[config.mk]
export PLATFORM = sky130hd
export DESIGN_NAME = mem_subsys
export DESIGN_NICKNAME = d
export VERILOG_FILES = /design/src/design/mem_pkg.sv /design/src/design/cache_manage.sv /design/src/design/cbus_arbiter.sv /design/src/design/dcache.sv /design/src/design/icache.sv /design/src/design/mem_subsys.sv /design/src/design/uncache_bridge.sv
export VERILOG_INCLUDE_DIRS = /design/src /design/src/include
export SDC_FILE = /design/constraint.sdc
export NUM_CORES = 2
export LEC_CHECK = 0
export BUFFER_PORTS_ARGS = -buffer_cell sky130_fd_sc_hd__buf_2
export CORE_UTILIZATION = 30
export CTS_BUF_LIST = sky130_fd_sc_hd__clkbuf_4 sky130_fd_sc_hd__clkbuf_8
export DETAILED_ROUTE_END_ITERATION = 10
export SLEW_MARGIN = 20
export SYNTH_ARGS = -nofsm -noshare
export SYNTH_HDL_FRONTEND = slang
export SYNTH_SLANG_ARGS = --single-unit
[constraint.sdc]
create_clock -name clk -period 8.2 [get_ports clk]
set_clock_uncertainty 0.05 [all_clocks]
set_input_delay 0 -clock clk [delete_from_list [all_inputs] [get_ports clk]]
set_output_delay 0 -clock clk [all_outputs]
set_load 0.02 [all_outputs]
[src/include/mem_defs.svh]
`ifndef MEM_DEFS_SVH
`define MEM_DEFS_SVH

// bus widths
`define MEM_ADDR_W 32
`define MEM_DATA_W 32

// one word per line, so lines == words
`define ICACHE_LINES 16
`define DCACHE_LINES 16

// virtual address bit that selects the uncached path
`define UNCACHE_BIT 29

`endif

[src/design/mem_pkg.sv]
`default_nettype none

package mem_pkg;

    typedef enum logic {
        OP_READ,
        OP_WRITE
    } mem_op_e;

    typedef enum logic [1:0] {
        ST_IDLE,
        ST_FILL,
        ST_WRITE,
        ST_DONE
    } cache_state_e;

    // arbiter inputs, highest priority first
    typedef enum logic [1:0] {
        M_DUNC1,
        M_DCACHE,
        M_DUNC2,
        M_ICACHE
    } bus_master_e;

endpackage

`default_nettype wire

[src/design/cache_manage.sv]
`timescale 1ns/100ps
`default_nettype none
`include "mem_defs.svh"

module cache_manage (
    input  wire                    clk,
    input  wire                    resetn,
    input  wire                    ireq_valid,
    input  wire [`MEM_ADDR_W-1:0]  ireq_addr,
    output logic                   iresp_addr_ok,
    output logic                   iresp_data_ok,
    output logic [`MEM_DATA_W-1:0] iresp_data,
    input  wire                    d1_req_valid,
    input  wire mem_pkg::mem_op_e  d1_req_op,
    input  wire [`MEM_ADDR_W-1:0]  d1_req_addr,
    input  wire [`MEM_DATA_W-1:0]  d1_req_wdata,
    output logic                   d1_addr_ok,
    output logic                   d1_data_ok,
    output logic [`MEM_DATA_W-1:0] d1_data,
    input  wire                    d2_req_valid,
    input  wire mem_pkg::mem_op_e  d2_req_op,
    input  wire [`MEM_ADDR_W-1:0]  d2_req_addr,
    input  wire [`MEM_DATA_W-1:0]  d2_req_wdata,
    output logic                   d2_addr_ok,
    output logic                   d2_data_ok,
    output logic [`MEM_DATA_W-1:0] d2_data,
    output logic                   ic_req_valid,
    output logic [`MEM_ADDR_W-1:0] ic_req_addr,
    input  wire                    ic_addr_ok,
    input  wire                    ic_data_ok,
    input  wire [`MEM_DATA_W-1:0]  ic_data,
    output logic                   dc_req_valid,
    output mem_pkg::mem_op_e       dc_req_op,
    output logic [`MEM_ADDR_W-1:0] dc_req_addr,
    output logic [`MEM_DATA_W-1:0] dc_req_wdata,
    input  wire                    dc_addr_ok,
    input  wire                    dc_data_ok,
    input  wire [`MEM_DATA_W-1:0]  dc_data,
    output logic                   u1_req_valid,
    output mem_pkg::mem_op_e       u1_req_op,
    output logic [`MEM_ADDR_W-1:0] u1_req_addr,
    output logic [`MEM_DATA_W-1:0] u1_req_wdata,
    input  wire                    u1_addr_ok,
    input  wire                    u1_data_ok,
    input  wire [`MEM_DATA_W-1:0]  u1_data,
    output logic                   u2_req_valid,
    output mem_pkg::mem_op_e       u2_req_op,
    output logic [`MEM_ADDR_W-1:0] u2_req_addr,
    output logic [`MEM_DATA_W-1:0] u2_req_wdata,
    input  wire                    u2_addr_ok,
    input  wire                    u2_data_ok,
    input  wire [`MEM_DATA_W-1:0]  u2_data
);

    logic d1_unc;
    logic d2_unc;
    logic d1_cached;
    logic d2_cached;
    logic dc_busy;
    logic dc_own2;
    logic dc_sel2;
    logic d1_unc_q;
    logic d1_dc_q;
    logic d2_unc_q;
    logic d2_dc_q;

    // fixed segment map, top three bits cleared
    function automatic logic [`MEM_ADDR_W-1:0] to_phys(input logic [`MEM_ADDR_W-1:0] vaddr);
        return {3'b000, vaddr[`MEM_ADDR_W-4:0]};
    endfunction

    assign ic_req_valid = ireq_valid;
    assign ic_req_addr = to_phys(ireq_addr);
    assign iresp_addr_ok = ic_addr_ok;
    assign iresp_data_ok = ic_data_ok;
    assign iresp_data = ic_data;

    assign d1_unc = d1_req_valid && d1_req_addr[`UNCACHE_BIT];
    assign d2_unc = d2_req_valid && d2_req_addr[`UNCACHE_BIT];
    assign d1_cached = d1_req_valid && !d1_req_addr[`UNCACHE_BIT];
    assign d2_cached = d2_req_valid && !d2_req_addr[`UNCACHE_BIT];

    // port 1 first; owner kept while the dcache works on a miss or write
    assign dc_sel2 = dc_busy ? dc_own2 : (!d1_cached && d2_cached);

    assign dc_req_valid = dc_sel2 ? d2_cached : d1_cached;
    assign dc_req_op = dc_sel2 ? d2_req_op : d1_req_op;
    assign dc_req_addr = to_phys(dc_sel2 ? d2_req_addr : d1_req_addr);
    assign dc_req_wdata = dc_sel2 ? d2_req_wdata : d1_req_wdata;

    assign u1_req_valid = d1_unc;
    assign u1_req_op = d1_req_op;
    assign u1_req_addr = to_phys(d1_req_addr);
    assign u1_req_wdata = d1_req_wdata;

    assign u2_req_valid = d2_unc;
    assign u2_req_op = d2_req_op;
    assign u2_req_addr = to_phys(d2_req_addr);
    assign u2_req_wdata = d2_req_wdata;

    assign d1_addr_ok = d1_unc ? u1_addr_ok : (d1_cached && !dc_sel2 && dc_addr_ok);
    assign d2_addr_ok = d2_unc ? u2_addr_ok : (d2_cached && dc_sel2 && dc_addr_ok);

    always_ff @(posedge clk) begin
        if (resetn) begin
            dc_busy <= 1'b0;
            dc_own2 <= 1'b0;
            d1_unc_q <= 1'b0;
            d1_dc_q <= 1'b0;
            d2_unc_q <= 1'b0;
            d2_dc_q <= 1'b0;
        end else begin
            if (dc_addr_ok) begin
                dc_busy <= 1'b0;
            end else if (dc_req_valid) begin
                dc_busy <= 1'b1;
                dc_own2 <= dc_sel2;
            end
            // path each port was accepted on
            d1_unc_q <= d1_addr_ok && d1_unc;
            d1_dc_q <= d1_addr_ok && !d1_unc;
            d2_unc_q <= d2_addr_ok && d2_unc;
            d2_dc_q <= d2_addr_ok && !d2_unc;
        end
    end

    assign d1_data_ok = (d1_unc_q && u1_data_ok) || (d1_dc_q && dc_data_ok);
    assign d1_data = d1_unc_q ? u1_data : dc_data;
    assign d2_data_ok = (d2_unc_q && u2_data_ok) || (d2_dc_q && dc_data_ok);
    assign d2_data = d2_unc_q ? u2_data : dc_data;

endmodule

`default_nettype wire

[src/design/cbus_arbiter.sv]
`timescale 1ns/100ps
`default_nettype none
`include "mem_defs.svh"

module cbus_arbiter #(
    parameter int NUM_MASTERS = 4
) (
    input  wire                                      clk,
    input  wire                                      resetn,
    input  wire [NUM_MASTERS-1:0]                    mreq_valid,
    input  wire [NUM_MASTERS-1:0]                    mreq_op,
    input  wire [NUM_MASTERS-1:0][`MEM_ADDR_W-1:0]   mreq_addr,
    input  wire [NUM_MASTERS-1:0][`MEM_DATA_W-1:0]   mreq_wdata,
    output logic [NUM_MASTERS-1:0]                   mresp_ready,
    output logic [`MEM_DATA_W-1:0]                   mresp_data,
    output logic                                     creq_valid,
    output mem_pkg::mem_op_e                         creq_op,
    output logic [`MEM_ADDR_W-1:0]                   creq_addr,
    output logic [`MEM_DATA_W-1:0]                   creq_wdata,
    input  wire                                      cresp_ready,
    input  wire [`MEM_DATA_W-1:0]                    cresp_data
);

    logic                 locked;
    mem_pkg::bus_master_e gnt_q;
    mem_pkg::bus_master_e pick;
    mem_pkg::bus_master_e gnt;

    // lowest index wins
    always_comb begin
        pick = mem_pkg::M_ICACHE;
        for (int i = NUM_MASTERS - 1; i >= 0; i--) begin
            if (mreq_valid[i])
                pick = mem_pkg::bus_master_e'(2'(i));
        end
    end

    assign gnt = locked ? gnt_q : pick;

    assign creq_valid = mreq_valid[gnt];
    assign creq_op = mem_pkg::mem_op_e'(mreq_op[gnt]);
    assign creq_addr = mreq_addr[gnt];
    assign creq_wdata = mreq_wdata[gnt];
    assign mresp_data = cresp_data;

    always_comb begin
        mresp_ready = '0;
        mresp_ready[gnt] = cresp_ready && creq_valid;
    end

    always_ff @(posedge clk) begin
        if (resetn) begin
            locked <= 1'b0;
            gnt_q <= mem_pkg::M_DUNC1;
        end else if (locked) begin
            if (cresp_ready)
                locked <= 1'b0;
        end else if (creq_valid && !cresp_ready) begin
            // hold the winner for the whole transfer
            locked <= 1'b1;
            gnt_q <= pick;
        end
    end

endmodule

`default_nettype wire

[src/design/dcache.sv]
`timescale 1ns/100ps
`default_nettype none
`include "mem_defs.svh"

module dcache (
    input  wire                    clk,
    input  wire                    resetn,
    input  wire                    req_valid,
    input  wire mem_pkg::mem_op_e  req_op,
    input  wire [`MEM_ADDR_W-1:0]  req_addr,
    input  wire [`MEM_DATA_W-1:0]  req_wdata,
    output logic                   addr_ok,
    output logic                   data_ok,
    output logic [`MEM_DATA_W-1:0] data,
    output logic                   creq_valid,
    output mem_pkg::mem_op_e       creq_op,
    output logic [`MEM_ADDR_W-1:0] creq_addr,
    output logic [`MEM_DATA_W-1:0] creq_wdata,
    input  wire                    cresp_ready,
    input  wire [`MEM_DATA_W-1:0]  cresp_data
);

    localparam int IDX_W = $clog2(`DCACHE_LINES);
    localparam int TAG_W = `MEM_ADDR_W - IDX_W - 2;

    mem_pkg::cache_state_e    state;
    logic [TAG_W-1:0]         tag_arr [`DCACHE_LINES];
    logic [`MEM_DATA_W-1:0]   data_arr [`DCACHE_LINES];
    logic [`DCACHE_LINES-1:0] valid_arr;

    logic [IDX_W-1:0] idx;
    logic [TAG_W-1:0] tag;
    logic             hit;
    logic             rd_hit;
    logic             fill_done;
    logic             wr_done;

    assign idx = req_addr[IDX_W+1:2];
    assign tag = req_addr[`MEM_ADDR_W-1:IDX_W+2];
    assign hit = valid_arr[idx] && (tag_arr[idx] == tag);

    assign rd_hit = (state == mem_pkg::ST_IDLE) && req_valid
                 && (req_op == mem_pkg::OP_READ) && hit;
    assign fill_done = (state == mem_pkg::ST_FILL) && cresp_ready;
    assign wr_done = (state == mem_pkg::ST_WRITE) && cresp_ready;

    assign addr_ok = rd_hit || fill_done || wr_done;
    assign creq_valid = (state == mem_pkg::ST_FILL) || (state == mem_pkg::ST_WRITE);
    assign creq_op = mem_pkg::mem_op_e'(state == mem_pkg::ST_WRITE);
    assign creq_addr = {req_addr[`MEM_ADDR_W-1:2], 2'b00};
    assign creq_wdata = req_wdata;

    always_ff @(posedge clk) begin
        if (resetn) begin
            state <= mem_pkg::ST_IDLE;
            valid_arr <= '0;
            data_ok <= 1'b0;
        end else begin
            data_ok <= addr_ok;
            case (state)
                mem_pkg::ST_IDLE: begin
                    // every write goes to memory, hit or not
                    if (req_valid && (req_op == mem_pkg::OP_WRITE))
                        state <= mem_pkg::ST_WRITE;
                    else if (req_valid && !hit)
                        state <= mem_pkg::ST_FILL;
                end
                mem_pkg::ST_FILL: begin
                    if (cresp_ready) begin
                        valid_arr[idx] <= 1'b1;
                        state <= mem_pkg::ST_DONE;
                    end
                end
                mem_pkg::ST_WRITE: begin
                    if (cresp_ready)
                        state <= mem_pkg::ST_DONE;
                end
                default: state <= mem_pkg::ST_IDLE;
            endcase
        end
    end

    always_ff @(posedge clk) begin
        if (fill_done) begin
            tag_arr[idx] <= tag;
            data_arr[idx] <= cresp_data;
        end else if (wr_done && hit) begin
            // no allocate on a write miss
            data_arr[idx] <= req_wdata;
        end
    end

    always_ff @(posedge clk) begin
        if (fill_done)
            data <= cresp_data;
        else if (rd_hit)
            data <= data_arr[idx];
    end

endmodule

`default_nettype wire

[src/design/icache.sv]
`timescale 1ns/100ps
`default_nettype none
`include "mem_defs.svh"

module icache (
    input  wire                    clk,
    input  wire                    resetn,
    input  wire                    req_valid,
    input  wire [`MEM_ADDR_W-1:0]  req_addr,
    output logic                   addr_ok,
    output logic                   data_ok,
    output logic [`MEM_DATA_W-1:0] data,
    output logic                   creq_valid,
    output logic [`MEM_ADDR_W-1:0] creq_addr,
    input  wire                    cresp_ready,
    input  wire [`MEM_DATA_W-1:0]  cresp_data
);

    localparam int IDX_W = $clog2(`ICACHE_LINES);
    localparam int TAG_W = `MEM_ADDR_W - IDX_W - 2;

    mem_pkg::cache_state_e    state;
    logic [TAG_W-1:0]         tag_arr [`ICACHE_LINES];
    logic [`MEM_DATA_W-1:0]   data_arr [`ICACHE_LINES];
    logic [`ICACHE_LINES-1:0] valid_arr;

    logic [IDX_W-1:0] idx;
    logic [TAG_W-1:0] tag;
    logic             hit;
    logic             fill_done;

    assign idx = req_addr[IDX_W+1:2];
    assign tag = req_addr[`MEM_ADDR_W-1:IDX_W+2];
    assign hit = valid_arr[idx] && (tag_arr[idx] == tag);
    assign fill_done = (state == mem_pkg::ST_FILL) && cresp_ready;

    // hit accepted at once, miss accepted when the fill word lands
    assign addr_ok = ((state == mem_pkg::ST_IDLE) && req_valid && hit) || fill_done;
    assign creq_valid = (state == mem_pkg::ST_FILL);
    assign creq_addr = {req_addr[`MEM_ADDR_W-1:2], 2'b00};

    always_ff @(posedge clk) begin
        if (resetn) begin
            state <= mem_pkg::ST_IDLE;
            valid_arr <= '0;
            data_ok <= 1'b0;
        end else begin
            data_ok <= addr_ok;
            case (state)
                mem_pkg::ST_IDLE: begin
                    if (req_valid && !hit)
                        state <= mem_pkg::ST_FILL;
                end
                mem_pkg::ST_FILL: begin
                    if (cresp_ready) begin
                        valid_arr[idx] <= 1'b1;
                        state <= mem_pkg::ST_DONE;
                    end
                end
                // response cycle of a fill
                default: state <= mem_pkg::ST_IDLE;
            endcase
        end
    end

    always_ff @(posedge clk) begin
        if (fill_done) begin
            tag_arr[idx] <= tag;
            data_arr[idx] <= cresp_data;
            data <= cresp_data;
        end else if (addr_ok) begin
            data <= data_arr[idx];
        end
    end

endmodule

`default_nettype wire

[src/design/mem_subsys.sv]
`timescale 1ns/100ps
`default_nettype none
`include "mem_defs.svh"

module mem_subsys (
    input  wire                    clk,
    input  wire                    resetn,
    input  wire                    ireq_valid,
    input  wire [`MEM_ADDR_W-1:0]  ireq_addr,
    output logic                   iresp_addr_ok,
    output logic                   iresp_data_ok,
    output logic [`MEM_DATA_W-1:0] iresp_data,
    input  wire                    d1_req_valid,
    input  wire mem_pkg::mem_op_e  d1_req_op,
    input  wire [`MEM_ADDR_W-1:0]  d1_req_addr,
    input  wire [`MEM_DATA_W-1:0]  d1_req_wdata,
    output logic                   d1_addr_ok,
    output logic                   d1_data_ok,
    output logic [`MEM_DATA_W-1:0] d1_data,
    input  wire                    d2_req_valid,
    input  wire mem_pkg::mem_op_e  d2_req_op,
    input  wire [`MEM_ADDR_W-1:0]  d2_req_addr,
    input  wire [`MEM_DATA_W-1:0]  d2_req_wdata,
    output logic                   d2_addr_ok,
    output logic                   d2_data_ok,
    output logic [`MEM_DATA_W-1:0] d2_data,
    output logic                   creq_valid,
    output mem_pkg::mem_op_e       creq_op,
    output logic [`MEM_ADDR_W-1:0] creq_addr,
    output logic [`MEM_DATA_W-1:0] creq_wdata,
    input  wire                    cresp_ready,
    input  wire [`MEM_DATA_W-1:0]  cresp_data
);

    logic                   ic_req_valid;
    logic [`MEM_ADDR_W-1:0] ic_req_addr;
    logic                   ic_addr_ok;
    logic                   ic_data_ok;
    logic [`MEM_DATA_W-1:0] ic_data;

    logic                   dc_req_valid;
    mem_pkg::mem_op_e       dc_req_op;
    logic [`MEM_ADDR_W-1:0] dc_req_addr;
    logic [`MEM_DATA_W-1:0] dc_req_wdata;
    logic                   dc_addr_ok;
    logic                   dc_data_ok;
    logic [`MEM_DATA_W-1:0] dc_data;

    logic                   u1_req_valid;
    mem_pkg::mem_op_e       u1_req_op;
    logic [`MEM_ADDR_W-1:0] u1_req_addr;
    logic [`MEM_DATA_W-1:0] u1_req_wdata;
    logic                   u1_addr_ok;
    logic                   u1_data_ok;
    logic [`MEM_DATA_W-1:0] u1_data;

    logic                   u2_req_valid;
    mem_pkg::mem_op_e       u2_req_op;
    logic [`MEM_ADDR_W-1:0] u2_req_addr;
    logic [`MEM_DATA_W-1:0] u2_req_wdata;
    logic                   u2_addr_ok;
    logic                   u2_data_ok;
    logic [`MEM_DATA_W-1:0] u2_data;

    // arbiter side, indexed by bus master
    wire [3:0]                  m_valid;
    wire [3:0]                  m_op;
    wire [3:0][`MEM_ADDR_W-1:0] m_addr;
    wire [3:0][`MEM_DATA_W-1:0] m_wdata;
    wire [3:0]                  m_ready;
    wire [`MEM_DATA_W-1:0]      m_data;

    // icache only reads
    assign m_op[mem_pkg::M_ICACHE] = mem_pkg::OP_READ;
    assign m_wdata[mem_pkg::M_ICACHE] = '0;

    cache_manage cache_manage_i (.*);

    icache icache_i (
        .clk, .resetn,
        .req_valid(ic_req_valid), .req_addr(ic_req_addr),
        .addr_ok(ic_addr_ok), .data_ok(ic_data_ok), .data(ic_data),
        .creq_valid(m_valid[mem_pkg::M_ICACHE]), .creq_addr(m_addr[mem_pkg::M_ICACHE]),
        .cresp_ready(m_ready[mem_pkg::M_ICACHE]), .cresp_data(m_data)
    );

    dcache dcache_i (
        .clk, .resetn,
        .req_valid(dc_req_valid), .req_op(dc_req_op),
        .req_addr(dc_req_addr), .req_wdata(dc_req_wdata),
        .addr_ok(dc_addr_ok), .data_ok(dc_data_ok), .data(dc_data),
        .creq_valid(m_valid[mem_pkg::M_DCACHE]), .creq_op(m_op[mem_pkg::M_DCACHE]),
        .creq_addr(m_addr[mem_pkg::M_DCACHE]), .creq_wdata(m_wdata[mem_pkg::M_DCACHE]),
        .cresp_ready(m_ready[mem_pkg::M_DCACHE]), .cresp_data(m_data)
    );

    uncache_bridge unc1 (
        .clk, .resetn,
        .req_valid(u1_req_valid), .req_op(u1_req_op),
        .req_addr(u1_req_addr), .req_wdata(u1_req_wdata),
        .addr_ok(u1_addr_ok), .data_ok(u1_data_ok), .data(u1_data),
        .creq_valid(m_valid[mem_pkg::M_DUNC1]), .creq_op(m_op[mem_pkg::M_DUNC1]),
        .creq_addr(m_addr[mem_pkg::M_DUNC1]), .creq_wdata(m_wdata[mem_pkg::M_DUNC1]),
        .cresp_ready(m_ready[mem_pkg::M_DUNC1]), .cresp_data(m_data)
    );

    uncache_bridge unc2 (
        .clk, .resetn,
        .req_valid(u2_req_valid), .req_op(u2_req_op),
        .req_addr(u2_req_addr), .req_wdata(u2_req_wdata),
        .addr_ok(u2_addr_ok), .data_ok(u2_data_ok), .data(u2_data),
        .creq_valid(m_valid[mem_pkg::M_DUNC2]), .creq_op(m_op[mem_pkg::M_DUNC2]),
        .creq_addr(m_addr[mem_pkg::M_DUNC2]), .creq_wdata(m_wdata[mem_pkg::M_DUNC2]),
        .cresp_ready(m_ready[mem_pkg::M_DUNC2]), .cresp_data(m_data)
    );

    cbus_arbiter cbus_arbiter_i (
        .clk, .resetn,
        .mreq_valid(m_valid), .mreq_op(m_op),
        .mreq_addr(m_addr), .mreq_wdata(m_wdata),
        .mresp_ready(m_ready), .mresp_data(m_data),
        .creq_valid, .creq_op, .creq_addr, .creq_wdata,
        .cresp_ready, .cresp_data
    );

endmodule

`default_nettype wire

[src/design/uncache_bridge.sv]
`timescale 1ns/100ps
`default_nettype none
`include "mem_defs.svh"

module uncache_bridge (
    input  wire                    clk,
    input  wire                    resetn,
    input  wire                    req_valid,
    input  wire mem_pkg::mem_op_e  req_op,
    input  wire [`MEM_ADDR_W-1:0]  req_addr,
    input  wire [`MEM_DATA_W-1:0]  req_wdata,
    output logic                   addr_ok,
    output logic                   data_ok,
    output logic [`MEM_DATA_W-1:0] data,
    output logic                   creq_valid,
    output mem_pkg::mem_op_e       creq_op,
    output logic [`MEM_ADDR_W-1:0] creq_addr,
    output logic [`MEM_DATA_W-1:0] creq_wdata,
    input  wire                    cresp_ready,
    input  wire [`MEM_DATA_W-1:0]  cresp_data
);

    // core holds the request until addr_ok, so it can drive the bus directly
    assign creq_valid = req_valid;
    assign creq_op = req_op;
    assign creq_addr = req_addr;
    assign creq_wdata = req_wdata;

    // accepted when the bus transfer completes
    assign addr_ok = req_valid && cresp_ready;

    always_ff @(posedge clk) begin
        if (resetn)
            data_ok <= 1'b0;
        else
            data_ok <= addr_ok;
    end

    always_ff @(posedge clk) begin
        if (addr_ok)
            data <= cresp_data;
    end

endmodule

`default_nettype wire

==> flow_results.org <==
** Synthesis
- A synthesized cell averages 16.9 µm².
- Post-synthesis cell count :: 4535
- Summing the sequential cell areas from Yosys gives 75.3% of the chip area.
- Area of the mapped netlist :: 76500 µm²
- FFs w/ async S/R, synth :: 0%
- Synth unique cells :: 74
- Yosys warning total :: 0
- Dominant synthesized flop cell :: sky130_fd_sc_hd__edfxtp_1
- The synthesized design contains 1935 register bits.
- EDFF count, synth :: 1888

** Detailed routing
- Routed wire length :: 223000 µm
- After detailed routing, the number of remaining DRC violations is 0.
- 1st-iter DRT viols :: 4721
- Average wire per cell in the routed design :: 25.1 µm
- The detailed router placed 45283 vias in this run.
- In this run the remaining antenna-violating nets after routing total 0.
- Detailed-route vias per instance :: 5.09
- Number of search-and-repair iterations in the first detailed-routing pass :: 7

** Global routing
- Number of global-route vias before repair :: 45282
- The total overflow left after global routing is 0.
- Total global routing track utilization :: 16.9%
- Initial antenna violation count :: 22
- The first global-routing pass estimated 319000 µm of wire.
- Largest net degree at the start of global routing :: 237

** Layout
- After routing the design area is 91400 µm².
- Most common cell after layout, fill and taps aside :: sky130_fd_sc_hd__edfxtp_1
- Most frequent cells in the layout :: sky130_fd_sc_hd__edfxtp_1, sky130_fd_sc_hd__nand2_1, sky130_fd_sc_hd__nand3_1, sky130_fd_sc_hd__buf_2, sky130_fd_sc_hd__clkbuf_8
- Number of nets at the end of the flow :: 5525
- Share of cells above drive strength 1 :: 26.2%
- From synthesis to final layout, the design area changed by 19.4%.

** Placed design
- Post-Place Cell Area :: 82800 µm²
- The count of buffers added on input and output ports is 355.
- Estimated wirelength of the detail-placed design :: 121000 µm
- Post-Place Setup Slack :: 1.70 ns
- Routability-driven placement finished with a final weighted congestion of 0.873.

** Worst setup path
- The worst setup path is launched from a flop.
- Critical path fanouts, max :: 35
- STA classifies the critical path endpoint as a flop.
- For the worst setup path, the data arrival time is 7.13 ns.
- Start-to-end type of the worst setup path :: flop to flop
- Required arrival time at the worst endpoint :: 8.75 ns

** Power and ir drop
- The analysis attributes to cell leakage a power of 0.0303 µW.
- Across the VDD grid, the largest voltage drop is 0.182 mV.
- In this run the power density over the cells is 234 nW/µm².

** Floorplanning
- In this run the horizontal extent of the chip is 507 µm.
- For this configuration, the core starts out at a cell density of 30.1%.
- The die covers 257000 µm².
- In this run the count of I/O pins placed on the die edge is 368.
- In this run the vertical extent of the chip is 507 µm.
- In this run the standard cell core region covers 254000 µm².
- Floorplan row count :: 185

** Clock network
- Number of sinks on the clock net :: 1935
- Number of buffers inserted by post-CTS setup repair :: 0
- Clk slew on worst S/H paths :: 0.07 ns
- Root Buffer Master :: sky130_fd_sc_hd__clkbuf_8
- Clock tree buffer depth :: 4
- TritonCTS created 312 clock buffers.
- Worst-skew pair later-pin latency :: 1.05 ns
- TritonCTS clock tree :: yes
- H-tree lvl count :: 5

** STA
- For the pin with the worst max-slew slack, the measured transition is 1.10 ns.
- Setup violations remaining at the end of the flow were counted as 0.
- The worst pin sits at a relative slew slack of 26.8%.
- Post-route setup slack :: 1.62 ns
- Max Fclk :: 152 MHz
- Fin crit period :: 6.58 ns
- Post-route clock period utilization :: 80.3%
- In the final timing run, aggregate negative setup slack is 0 ns.
- The number of failing hold endpoints at the final stage is 0.
- Number of slew-limit violations in the final report :: 0
- Setup repair after global routing left no endpoint under its margin.

** Run status
- The run finished with clean final reports.

** Job
- Max-capacitance violation count :: 0

** Min path
- Path category of the worst min-delay check :: primary input to flop
-- per-stage QoR --
stage               util (%)  power, µW  std cells  hold WS, ns
floorplan                  -      12500       4537       0.0228
global placement        32.6      13300       8099        0.199
detailed placement      32.6      13400       8100        0.212
CTS                     35.9      21500       8895      0.00223
global route            36.0      22000       8900       0.0306
finish                  36.0      21300       8905       0.0582
-- worst max-delay path: stages, from the launching register on --
cell	delay (ns)
sky130_fd_sc_hd__dfxtp_1	0.41
sky130_fd_sc_hd__o31ai_4	0.64
sky130_fd_sc_hd__buf_4	0.66
sky130_fd_sc_hd__nor3_1	0.08
sky130_fd_sc_hd__dlygate4sd3_1	0.59
sky130_fd_sc_hd__a21oi_2	0.64
sky130_fd_sc_hd__o32ai_1	0.22
sky130_fd_sc_hd__nor4b_1	0.36
sky130_fd_sc_hd__or2_2	0.18
sky130_fd_sc_hd__nand3_1	0.11
sky130_fd_sc_hd__and4b_1	0.53
sky130_fd_sc_hd__nand2_1	0.10
sky130_fd_sc_hd__o21a_2	0.38
sky130_fd_sc_hd__buf_4	0.41
sky130_fd_sc_hd__nor3_2	0.18
sky130_fd_sc_hd__buf_4	0.58
-- area by class of cell --
| type | instances | area (µm²) |
|---|---|---|
| flip-flops and latches | 1935 | 57600 |
| diodes | 7 | 17.5 |
| clock buffers | 423 | 5200 |
| clock inverters | 102 | 613 |
| repair buffers | 745 | 5510 |
| well taps | 3366 | 4210 |
| inverters | 37 | 139 |
| multi-input cells | 2290 | 18000 |
| fillers | 23793 | 163000 |
-- cells in the mapped netlist, drive strengths merged (7+ instances only) --
master | count | area share (%)
mux2i | 43 | 0.61
buf | 91 | 0.58
nor2 | 82 | 0.40
edfxtp | 1888 | 74
clkbuf | 184 | 0.90
nand4 | 59 | 0.50
nand2b | 10 | 0.092
mux4 | 280 | 8.2
a222oi | 26 | 0.34
mux2 | 136 | 2.2
a21oi | 10 | 0.070
o22ai | 170 | 1.4
nor2b | 7 | 0.067
dfxtp | 47 | 1.2
nand2 | 745 | 3.7
nand3 | 400 | 2.6
nor3 | 43 | 0.28
o21ba | 7 | 0.092
o21ai | 127 | 0.84
inv | 36 | 0.18
xnor2 | 44 | 0.50
a22o | 34 | 0.39
-- what timing repair did --
action                    4_1_cts  5_1_grt
hold buffers                  270        0
resized for setup               0        0
hold endpoints to repair     2040        0
-- path summary, 6_finish.rpt --
kind,from,endpoint,slack [ns],cells after the start
max,cache_manage_i.dc_busy,dcache_i.data_arr[5][23],1.62,15
min,d2_req_wdata[3],dcache_i.data_arr[0][3],0.06,5
max reg2reg,cache_manage_i.dc_busy,dcache_i.data_arr[5][23],1.62,15
min reg2reg,dcache_i.valid_arr[15],dcache_i.valid_arr[15],0.42,2
-- report_power, final --
| group | leakage (µW) | total, µW | switching, µW | internal, µW |
|---|---|---|---|---|
| clock | 0.00309 | 8000 | 3720 | 4280 |
| sequential | 0.0174 | 11000 | 28.8 | 11000 |
| combinational | 0.00981 | 2360 | 1550 | 813 |
-- sequential cells by signal, summed over array words and instances, names as in the netlist, 2 cells and up --
signal	cells
unc2.data	32
dcache_i.data_arr	512
icache_i.data	32
dcache_i.tag_arr	368
dcache_i.valid_arr	16
icache_i.tag_arr	368
cbus_arbiter_i.gnt_q	2
icache_i.data_arr	512
icache_i.state	2
dcache_i.data	32
dcache_i.state	2
unc1.data	32
icache_i.valid_arr	16
-- cells by family after synthesis --
logic type	after synthesis	share of synthesized area (%)
DFF	1935	75.3
and+or+nand+nor	1374	7.92
muxes	459	11.0
AOI/OAI and AO/OA	406	3.51
buffers and inverters	312	1.66
xor gates and xnor gates	44	0.504
adders and majority gates	4	0.0654
other	1	0.00490
-- routing by layer --
metal	share of wire, %	vias to the layer above	global-route usage, %	wire length (µm)
li1	-	19405	-	-
met1	38	23557	20.2	84000
met2	52	1856	30.3	116000
met3	6.3	459	2.67	14100
met4	4.2	6	6.97	9390
met5	0.018	-	0	41
No activity file was read; power rests on OpenSTA's default activity.
